<file path="config.mk">
export PLATFORM = sky130hd
export DESIGN_NAME = exPipeTop
export DESIGN_NICKNAME = d
export VERILOG_FILES = /design/src/exPipePkg.sv /design/src/exAlu.sv /design/src/exMul.sv /design/src/exStage2.sv /design/src/exPipeTop.sv
export VERILOG_INCLUDE_DIRS = /design/src
export SDC_FILE = /design/constraint.sdc
export NUM_CORES = 2
export LEC_CHECK = 0
export BUFFER_PORTS_ARGS = -buffer_cell sky130_fd_sc_hd__buf_2
export CORE_UTILIZATION = 67
export DETAILED_ROUTE_END_ITERATION = 8
export PLACE_DENSITY = 0.95
export SYNTH_ARGS = -nofsm -noshare
export SYNTH_HDL_FRONTEND = slang
export SYNTH_SLANG_ARGS = --single-unit
</file>
<file path="constraint.sdc">
create_clock -name clock -period 17.66 [get_ports clock]
set_input_delay 1.766 -clock clock [delete_from_list [all_inputs] [get_ports clock]]
set_output_delay 1.766 -clock clock [all_outputs]
set_load 0.05 [all_outputs]
</file>
<file path="src/exPipe_consts.svh">
// Widths, micro-command codes, sub-op codes, hold counts and null register id
`ifndef EXPIPE_CONSTS_SVH
`define EXPIPE_CONSTS_SVH

`define EX_REGID_W		6			// Register id width
`define EX_VAL_W		64			// Datapath width
`define EX_MUL_W		32			// Multiplier operand width
`define EX_HOLD_W		4			// Hold counter width
`define EX_REG_ZZR		6'h00		// Null destination, write dropped

// Micro-commands
`define EX_UCMD_NOP		6'h00
`define EX_UCMD_ALU3	6'h01		// Three-register ALU op
`define EX_UCMD_ALUCMP	6'h02		// Compare into status T bit
`define EX_UCMD_MUL3	6'h03		// Multiply, multi-cycle
`define EX_UCMD_IXT		6'h04		// System ops, sys view of sub-op

// ALU sub-ops
`define EX_ALU_ADD		4'h0
`define EX_ALU_SUB		4'h1
`define EX_ALU_AND		4'h2
`define EX_ALU_OR		4'h3
`define EX_ALU_XOR		4'h4
`define EX_CMP_EQ		4'h5
`define EX_CMP_GT		4'h6		// Unsigned greater

// System sub-ops
`define EX_IXT_NOP		4'h0
`define EX_IXT_SLEEP	4'h1

`define EX_HOLD_SLEEP	4'd8		// Sleep stall length
`define EX_HOLD_MUL		4'd1		// Wait for multiplier stage two

`endif

</file>
<file path="src/exPipePkg.sv">
// Package with op, sub-op union, ALU result, multiplier operand and writeback types
`include "exPipe_consts.svh"

package exPipePkg;

	// Sub-op as seen by the ALU
	typedef struct packed {
		logic [1:0]		spare;		// Unused, keeps width
		logic [3:0]		aluOp;		// EX_ALU_* / EX_CMP_*
	} exAluSub_t;

	// Sub-op as seen by system commands
	typedef struct packed {
		logic [1:0]		spare;
		logic [3:0]		sysOp;		// EX_IXT_*
	} exSysSub_t;

	// One decoded field, two readings depending on ucmd
	typedef union packed {
		exAluSub_t		alu;
		exSysSub_t		sys;
	} exSubOp_u;

	// Issued micro-operation
	typedef struct packed {
		logic [5:0]					ucmd;		// EX_UCMD_*
		exSubOp_u					subOp;
		logic [`EX_REGID_W-1:0]		regIdRm;	// Destination
	} exOp_t;

	// ALU output into execute-2
	typedef struct packed {
		logic [`EX_VAL_W-1:0]	value;
		logic					carry;		// Add carry / sub borrow
		logic					tBit;		// Compare result
	} exAluRes_t;

	// Multiplier stage one operands
	typedef struct packed {
		logic [`EX_MUL_W-1:0]	opA;		// Low half of Rs
		logic [`EX_MUL_W-1:0]	opB;		// Low half of Rt
	} exMulOps_t;

	// Register writeback
	typedef struct packed {
		logic [`EX_REGID_W-1:0]		regId;		// ZZR when nothing written
		logic [`EX_VAL_W-1:0]		value;
	} exWb_t;

endpackage

</file>
<file path="src/exAlu.sv">
// Execute-1 ALU with registered op and result, carry and compare flags
`timescale 1ns/1ps
`include "exPipe_consts.svh"

module exAlu import exPipePkg::*; (
	input  logic					clock,
	input  logic					rst,
	input  logic					issue,		// Op valid from decode
	input  logic					exHold,		// Stall from execute-2
	input  exOp_t					opIn,
	input  logic [`EX_VAL_W-1:0]	regValRs,
	input  logic [`EX_VAL_W-1:0]	regValRt,
	output exOp_t					ex1Op,
	output exAluRes_t				aluRes
);

	logic			accept;		// Op taken this edge
	exAluRes_t		aluNext;	// Result before the register

	assign accept = issue && !exHold;

	always_comb begin
		logic [`EX_VAL_W:0]		wide;	// One extra bit for carry out

		wide			= '0;
		aluNext.value	= '0;
		aluNext.carry	= 1'b0;
		aluNext.tBit	= 1'b0;

		case (opIn.subOp.alu.aluOp)
			`EX_ALU_ADD: begin
				wide			= {1'b0, regValRs} + {1'b0, regValRt};
				aluNext.value	= wide[`EX_VAL_W-1:0];
				aluNext.carry	= wide[`EX_VAL_W];		// Carry out
			end
			`EX_ALU_SUB: begin
				wide			= {1'b0, regValRs} - {1'b0, regValRt};
				aluNext.value	= wide[`EX_VAL_W-1:0];
				aluNext.carry	= wide[`EX_VAL_W];		// Borrow, Rs < Rt
			end
			`EX_ALU_AND: aluNext.value = regValRs & regValRt;
			`EX_ALU_OR:  aluNext.value = regValRs | regValRt;
			`EX_ALU_XOR: aluNext.value = regValRs ^ regValRt;
			`EX_CMP_EQ: begin
				aluNext.tBit	= (regValRs == regValRt);
			end
			`EX_CMP_GT: begin
				aluNext.tBit	= (regValRs > regValRt);	// Unsigned
			end
			default: begin
				// Unknown sub-op gives zero result, flags clear
			end
		endcase
	end

	always_ff @(posedge clock) begin
		if (rst) begin
			ex1Op.ucmd		<= `EX_UCMD_NOP;
			ex1Op.subOp		<= '0;
			ex1Op.regIdRm	<= `EX_REG_ZZR;
		end else if (!exHold) begin
			if (accept) begin
				ex1Op	<= opIn;
			end else begin
				// Bubble into execute-2
				ex1Op.ucmd		<= `EX_UCMD_NOP;
				ex1Op.subOp		<= '0;
				ex1Op.regIdRm	<= `EX_REG_ZZR;
			end
		end
	end

	// Result follows the op, frozen with it during hold
	always_ff @(posedge clock) begin
		if (accept)
			aluRes <= aluNext;
	end

endmodule

</file>
<file path="src/exMul.sv">
// Two-stage pipelined 32x32 unsigned multiplier with 64-bit product
`timescale 1ns/1ps
`include "exPipe_consts.svh"

module exMul import exPipePkg::*; (
	input  logic					clock,
	input  logic					rst,
	input  logic					issue,
	input  logic					exHold,		// Freezes stage one only
	input  logic [`EX_VAL_W-1:0]	regValRs,
	input  logic [`EX_VAL_W-1:0]	regValRt,
	output logic [`EX_VAL_W-1:0]	mulProd
);

	exMulOps_t		mulOps;		// Stage one operands
	logic			accept;

	assign accept = issue && !exHold;

	// Stage one
	// Captures low halves when execute-1 takes an op
	always_ff @(posedge clock) begin
		if (rst) begin
			mulOps <= '0;		// Product settles to zero after reset
		end else if (accept) begin
			mulOps.opA <= regValRs[`EX_MUL_W-1:0];
			mulOps.opB <= regValRt[`EX_MUL_W-1:0];
		end
	end

	// Stage two
	// Free running, product ready one cycle after ex1Op shows MUL3
	always_ff @(posedge clock) begin
		mulProd <= mulOps.opA * mulOps.opB;		// 32x32 into 64
	end

endmodule

</file>
<file path="src/exStage2.sv">
// Execute-2 stage with writeback select, status update, flush and hold counter
`timescale 1ns/1ps
`include "exPipe_consts.svh"

module exStage2 import exPipePkg::*; (
	input  logic					clock,
	input  logic					rst,
	input  exOp_t					ex1Op,			// Op from execute-1
	input  exAluRes_t				aluRes,
	input  logic [`EX_VAL_W-1:0]	mulProd,
	input  logic					opBraFlush,		// Cancel op in this stage
	output exWb_t					wbOut,
	output logic [7:0]				regOutSr,		// Status register
	output logic					exHold
);

	logic [`EX_HOLD_W-1:0]	holdCnt;		// Cycles held so far
	logic [`EX_HOLD_W-1:0]	holdNeed;		// Hold length for this op
	logic [5:0]				opUCmd;			// Command after flush
	logic					opEnable;
	logic					doWb;			// Op writes regIdRm
	logic [`EX_VAL_W-1:0]	wbVal;
	logic					doCarry;		// ALU carry into SR bit 1
	logic					doTBit;			// Compare into SR bit 0

	always_comb begin
		opEnable	= !opBraFlush;
		opUCmd		= opEnable ? ex1Op.ucmd : `EX_UCMD_NOP;

		doWb		= 1'b0;
		wbVal		= aluRes.value;		// Default source
		doCarry		= 1'b0;
		doTBit		= 1'b0;
		holdNeed	= '0;

		case (opUCmd)
			`EX_UCMD_NOP: begin
			end

			`EX_UCMD_ALU3: begin
				doWb	= 1'b1;
				wbVal	= aluRes.value;
				doCarry	= 1'b1;
			end

			`EX_UCMD_ALUCMP: begin
				doTBit	= 1'b1;			// No register write
			end

			`EX_UCMD_MUL3: begin
				doWb		= 1'b1;
				wbVal		= mulProd;
				holdNeed	= `EX_HOLD_MUL;		// Let stage two catch up
			end

			`EX_UCMD_IXT: begin
				case (ex1Op.subOp.sys.sysOp)
					`EX_IXT_SLEEP: holdNeed = `EX_HOLD_SLEEP;
					`EX_IXT_NOP: begin
					end
					default: begin
					end
				endcase
			end

			default: begin
				// Unknown command treated as NOP
			end
		endcase

		exHold = (holdCnt < holdNeed);
	end

	// Write only once the hold is over and the product is ready
	always_comb begin
		wbOut.regId	= (doWb && !exHold) ? ex1Op.regIdRm : `EX_REG_ZZR;
		wbOut.value	= wbVal;
	end

	always_ff @(posedge clock) begin
		if (rst) begin
			holdCnt		<= '0;
			regOutSr	<= '0;
		end else begin
			if (exHold)
				holdCnt <= holdCnt + 1'b1;	// One more cycle held
			else
				holdCnt <= '0;		// Ready for next op

			if (doCarry)
				regOutSr[1] <= aluRes.carry;
			if (doTBit)
				regOutSr[0] <= aluRes.tBit;
		end
	end

endmodule

</file>
<file path="src/exPipeTop.sv">
// Top level joining the execute-1 ALU, multiplier and execute-2 stage
`timescale 1ns/1ps
`include "exPipe_consts.svh"

module exPipeTop import exPipePkg::*; (
	input  logic					clock,
	input  logic					rst,
	input  logic					issue,
	input  exOp_t					opIn,
	input  logic [`EX_VAL_W-1:0]	regValRs,
	input  logic [`EX_VAL_W-1:0]	regValRt,
	input  logic					opBraFlush,
	output exWb_t					wbOut,
	output logic [7:0]				regOutSr,
	output logic					exHold
);

	exOp_t					ex1Op;		// Execute-1 to execute-2
	exAluRes_t				aluRes;
	logic [`EX_VAL_W-1:0]	mulProd;

	exAlu alu0 (
		.clock		(clock),
		.rst		(rst),
		.issue		(issue),
		.exHold		(exHold),
		.opIn		(opIn),
		.regValRs	(regValRs),
		.regValRt	(regValRt),
		.ex1Op		(ex1Op),
		.aluRes		(aluRes)
	);

	// Sees the same issue as the ALU
	exMul mul0 (
		.clock		(clock),
		.rst		(rst),
		.issue		(issue),
		.exHold		(exHold),
		.regValRs	(regValRs),
		.regValRt	(regValRt),
		.mulProd	(mulProd)
	);

	exStage2 ex2 (
		.clock		(clock),
		.rst		(rst),
		.ex1Op		(ex1Op),
		.aluRes		(aluRes),
		.mulProd	(mulProd),
		.opBraFlush	(opBraFlush),
		.wbOut		(wbOut),
		.regOutSr	(regOutSr),
		.exHold		(exHold)		// Back to execute-1
	);

endmodule

</file>
After elaboration in Yosys (flattened, before gate mapping)
Cells that the tools add are included.
- bits in registers: 216
- input bits: 150
- output and inout bits: 79
- word-level logic and storage cells: 52
- add/sub/neg operators: 3
- $mul: 1
- order comparisons: 2
- equality and inequality tests: 12
- multiplexer cells: 12
- bitwise logic cells: 4
- reduce and logical (&&, ||, !) cells: 6
- operator list (kind ; number):
    $pmux 64 s5 ; 1
    $add 64x64->65 ; 1
    $sub 64x64->65 ; 1
    $and 64x64->64 ; 1
    $eq 64x64->1 ; 1
    $gt 64x64->1 ; 1
    $mul 32x32->64 ; 1
    $mux 64 ; 1
    $or 64x64->64 ; 1
    $xor 64x64->64 ; 1
    $mux 18 ; 1
    $eq 4x3->1 const B ; 3
    $eq 6x2->1 const B ; 2
    $mux 6 ; 2
    $eq 4x1->1 const B ; 2
    $eq 4x2->1 const B ; 2
    $pmux 4 s2 ; 1
    $eq 6x1->1 const B ; 1
    $eq 6x3->1 const B ; 1
    $add 4x1->4 const B ; 1
    $logic_not 4->1 ; 1
    $lt 4x4->1 ; 1
    $mux 4 ; 1
    $pmux 1 s2 ; 2
    other kinds (5) ; 9

Logic depth before layout (Yosys ltp)
- word-level depth: 7
- mapped depth: 29
- gate-level depth less buffers: 27

Hierarchy
From an unflattened synthesis, not the netlist that was laid out.
- cells, all modules: 6095
- area total of the unflattened synthesis: 52001.1 µm²
- modules (own cells, without submodules) (module ; instances ; cells an instance ; area each (µm²) ; seq. area each (µm²)):
    exMul ; 1 ; 4032 ; 36657.7 ; 2562.5
    exAlu ; 1 ; 1944 ; 13882.1 ; 2342.2
    exStage2 ; 1 ; 119 ; 1461.4 ; 120.1

Worst setup path before layout
Ideal clock, no wire load.
- kind: reg-to-reg
- start point: register mul0.mulOps[45] in the netlist's numbering
- end point: register mul0.mulProd[47]
- setup time: 0.123 ns
- data arrival time: 7.100 ns
- data required time: 17.537 ns
- path slack: 10.438 ns
- cell stages (with the launch flop): 28
- path buffers: 2
- clock period less this slack: 7.222 ns
- path through: dfxtp_1 -> clkbuf_1 -> and2_1 -> fa_1 -> fa_1 -> fa_1 -> inv_1 -> fa_1 -> inv_1 -> fa_1 -> fa_1 -> fa_1 -> inv_1 -> fa_1 -> inv_1 -> ha_1 -> clkbuf_1 -> and2_1 -> nand3_1 -> o21ba_2 -> a211oi_1 -> o31ai_1 -> a221oi_1 -> o21ai_0 -> nor4_1 -> o31a_1 -> o21ai_1 -> xor2_1
- word-level cells in the longest chain between the ends: 1
- ends and longest elaborated chain (element ; line ; source):
    start, declared ; exMul.sv:15 ; exMulOps_t mulOps;
    $mul 32x32->64 ; exMul.sv:34 ; mulProd <= mulOps.opA * mulOps.opB;
    end signal, assigned ; exMul.sv:34 ;
    end, declared ; exMul.sv:12 ; output logic [`EX_VAL_W-1:0] mulProd
No other way between the ends.
A chain may end at the register's enable or synchronous reset.

Worst setup path in the final report
- start point: register mul0.mulOps[54] in the netlist's numbering
- end point: register mul0.mulProd[63]
Same word-level chain as after synthesis.

==> results.py <==
metrics = {
    "worst_setup_path": {
        "arrival_ps": 9260,
        "reg2regPathDepth": 23,
        "r2r_end": "mul0.mulProd[63]",
        "critPathLaunchType": "flop",
        "r2r_start": "mul0.mulOps[54]",
        "r2r_slack_ps": 8860,
        "endpoint": "mul0.mulProd[63]",
        "cp.required_ps": 18130,
        "crit_fanout": 21,
        "cp-end-kind": "flop",
        "startpoint": "mul0.mulOps[54]",
        "critical_path_class": "reg -> reg",
    },
    "floorplanning": {
        "initial_core_util_pct": 67.7,
        "core_um2": 75800,
        "die_w_um": 279,
        "num_rows": 101,
        "dieArea_um2": 77700,
        "io_pins": 229,
        "fp.dieH_um": 279,
    },
    "drt": {
        "vias_per_cell": 6.43,
        "dr.pass1.iters": 9,
        "drcViolationCount": 0,
        "wl_per_cell_um": 22.7,
        "vias": 44805,
        "drt_wl_total_um": 158000,
        "ant_nets": 0,
        "dr.first_iter.drc_count": 5006,
    },
    "clock_network": {
        "cts_root_buf": "clkbuf_16",
        "ctsLongestPathBuffers": 3,
        "cts_made_buffers": 22,
        "cts.clk_slew.worst_paths_ps": 70,
        "cts.sinks": 216,
        "cts_hold_buf": 0,
        "cts_tree": "yes",
        "htreeDepth": 1,
        "clock_latency_ps": 550,
        "cts_resized": 0,
        "cts_setup_buffers": 0,
    },
    "logic_synthesis": {
        "ys_async_sr_fraction_pct": 0,
        "yosysSeqAreaShare_pct": 9.71,
        "yosysTopAreaCell": "fa_1",
        "avgSynthCellArea_um2": 8.58,
        "yosys-top-cells-area": "fa_1, ha_1, inv_1, and2_1, dfxtp_1",
        "synth_warnings": 0,
        "synth_ff_type": "dfxtp_1",
        "syn_area_um2": 51300,
        "ys_seq_elements": 216,
        "ys_types": 101,
        "synth_edf_count": 66,
        "synth_top_area_share_pct": 35.0,
        "synthCells": 5979,
    },
    "final_layout": {
        "final_nets": 7462,
        "areaGrowthSynthToFinish_pct": 4.53,
        "drive_gt1_share_pct": 7.75,
        "fin_area_um2": 53600,
    },
    "placed_design": {
        "io_buffer_count": 220,
        "gp_congestion": 0.999,
        "placed_area_um2": 52900,
        "dp_hpwl_um": 122000,
    },
    "timing": {
        "fmax_mhz": 114,
        "min_period_ps": 8800,
        "finalHoldViolCount": 0,
        "skew_ps": 25.4,
        "rsz0062_at_grt": "no",
        "setup_tns_ps": 0,
        "final-max-slew-violation-count": 0,
        "finalSetupViolCount": 0,
        "period_share_pct": 49.8,
        "max_slew_margin_pct": 18.4,
        "tightest_slew_ps": 1210,
    },
    "global_route": {
        "overflow": 0,
        "grt_use_total_pct": 41.4,
        "grt_pass1_wl_um": 252000,
        "antenna_found_initial": 22,
        "grt_max_degree": 70,
        "grt_pass1_vias": 48299,
    },
    "power_and_ir_drop": {
        "p_per_area_nw_per_um2": 48.4,
        "power_leakage_nw": 26.5,
        "ir_drop_mv": 0.0782,
    },
    "worst_hold_path": {
        "min_path_type": "reg -> reg",
    },
    "job": {
        "cap_violations": 0,
    },
    "outcome": {
        "status": "completed",
    },
}
-- layout by cell type, fill, tap and decap left out, drive strengths merged, types with 23 or more instances in the layout --
master,instances
a211oi,26
a21o,74
a21oi,336
a221oi,34
and2,634
and3,23
buf,293
clkbuf,29
dfxtp,150
edfxtp,66
fa,898
ha,457
inv,1080
mux2,67
nand2,725
nand3,51
nand4,38
nor2,216
nor2b,26
nor3,40
nor4,33
o211ai,47
o21ai,163
o21bai,59
o221ai,34
o31ai,29
xnor2,45
xor2,23
-- worst max-delay path: stages, from the launching register on --
cell	delay (ps)
dfxtp_1	820
buf_4	430
nand2_1	140
fa_1	540
fa_1	540
fa_1	520
fa_1	530
inv_1	60
fa_1	550
fa_1	440
fa_1	570
fa_1	480
ha_1	440
a21oi_1	200
o21ai_0	150
a21oi_1	170
o21ai_0	150
a2111oi_0	700
a21oi_1	310
nor2_1	240
o211ai_1	150
a31o_2	260
a21oi_1	180
xnor2_1	130
-- cell type report --
| type | count | area [um2] |
|---|---|---|
| multi-input cells | 4348 | 41000 |
| fillers | 5225 | 22200 |
| flip-flops and latches | 216 | 4980 |
| inverters | 1076 | 4040 |
| repair buffers | 293 | 1650 |
| well taps | 978 | 1220 |
| clock buffers | 29 | 628 |
| clock inverters | 11 | 80.1 |
| diodes | 18 | 45.0 |
-- cells in the mapped netlist, types with 17 or more instances --
cell type,number
a211oi_1,26
a21o_1,74
a21oi_1,332
a221oi_1,31
a31oi_1,17
and2_1,633
and3_1,23
buf_2,25
clkbuf_1,305
dfxtp_1,150
edfxtp_1,66
fa_1,898
ha_1,457
inv_1,1071
mux2_2,66
nand2_1,725
nand2b_1,17
nand3_1,51
nand4_1,38
nor2_1,216
nor2b_1,26
nor3_1,39
nor4_1,32
o211ai_1,45
o21ai_0,140
o21ai_1,21
o21bai_1,58
o221ai_1,31
o22ai_1,17
o31ai_1,25
or3_1,17
xnor2_1,45
xor2_1,23
-- report_power, final --
group	switching [mW]	internal, mW	total [mW]
clock	0.221	0.255	0.476
combinational	0.979	0.507	1.49
sequential	0.0394	0.594	0.633
-- kinds of logic after synthesis --
family	after synthesis	share of synthesized area, %
AOI/OAI and AO/OA	990	12.9
xor gates and xnor gates	68	1.16
DFF	216	9.71
muxes	75	1.63
adders and majority gates	1355	46.2
buffers and inverters	1420	10.5
and+or+nand+nor	1854	17.9
other	1	0.00731
-- per-stage QoR --
stage | hold slack, ps | cells | setup slack, ps | power, mW | utilization (%)
after floorplan | 425 | 5984 | 10440 | 1.60 | -
after global placement | 435 | 6911 | 9220 | 2.01 | 69.8
after detailed placement | 447 | 6911 | 9090 | 2.06 | 69.8
after CTS | 456 | 6951 | 9050 | 2.54 | 70.7
after global routing | 480 | 6961 | 8460 | 2.73 | 70.7
final | 456 | 6969 | 8860 | 2.59 | 70.8
-- sequential cells by signal (all words and copies together), names as in the netlist --
| name | flops |
|---|---|
| ex2.regOutSr | 2 |
| alu0.ex1Op | 16 |
| mul0.mulOps | 64 |
| alu0.aluRes | 66 |
| mul0.mulProd | 64 |
| ex2.holdCnt | 4 |
-- worst min-delay path by stage --
stage                               start         endpoint  slack (ps)  depth (start not counted)
after floorplan            ex2.holdCnt[0]   ex2.holdCnt[0]         430                          1
after global placement     ex2.holdCnt[0]   ex2.holdCnt[0]         430                          1
after detailed placement  mul0.mulOps[19]  mul0.mulOps[19]         450                          2
after CTS                 mul0.mulOps[19]  mul0.mulOps[19]         460                          2
after global routing      mul0.mulOps[50]  mul0.mulOps[50]         480                          2
final                     mul0.mulOps[19]  mul0.mulOps[19]         460                          2
-- routing by layer --
layer | track usage (%) | wire length [um] | vias up
li1 | - | - | 18848
met5 | 0 | 60 | -
met4 | 29.1 | 12500 | 10
met2 | 66.2 | 72900 | 3267
met3 | 9.81 | 18700 | 956
met1 | 49.4 | 54000 | 21724
Power figures use the tool's default switching activity.
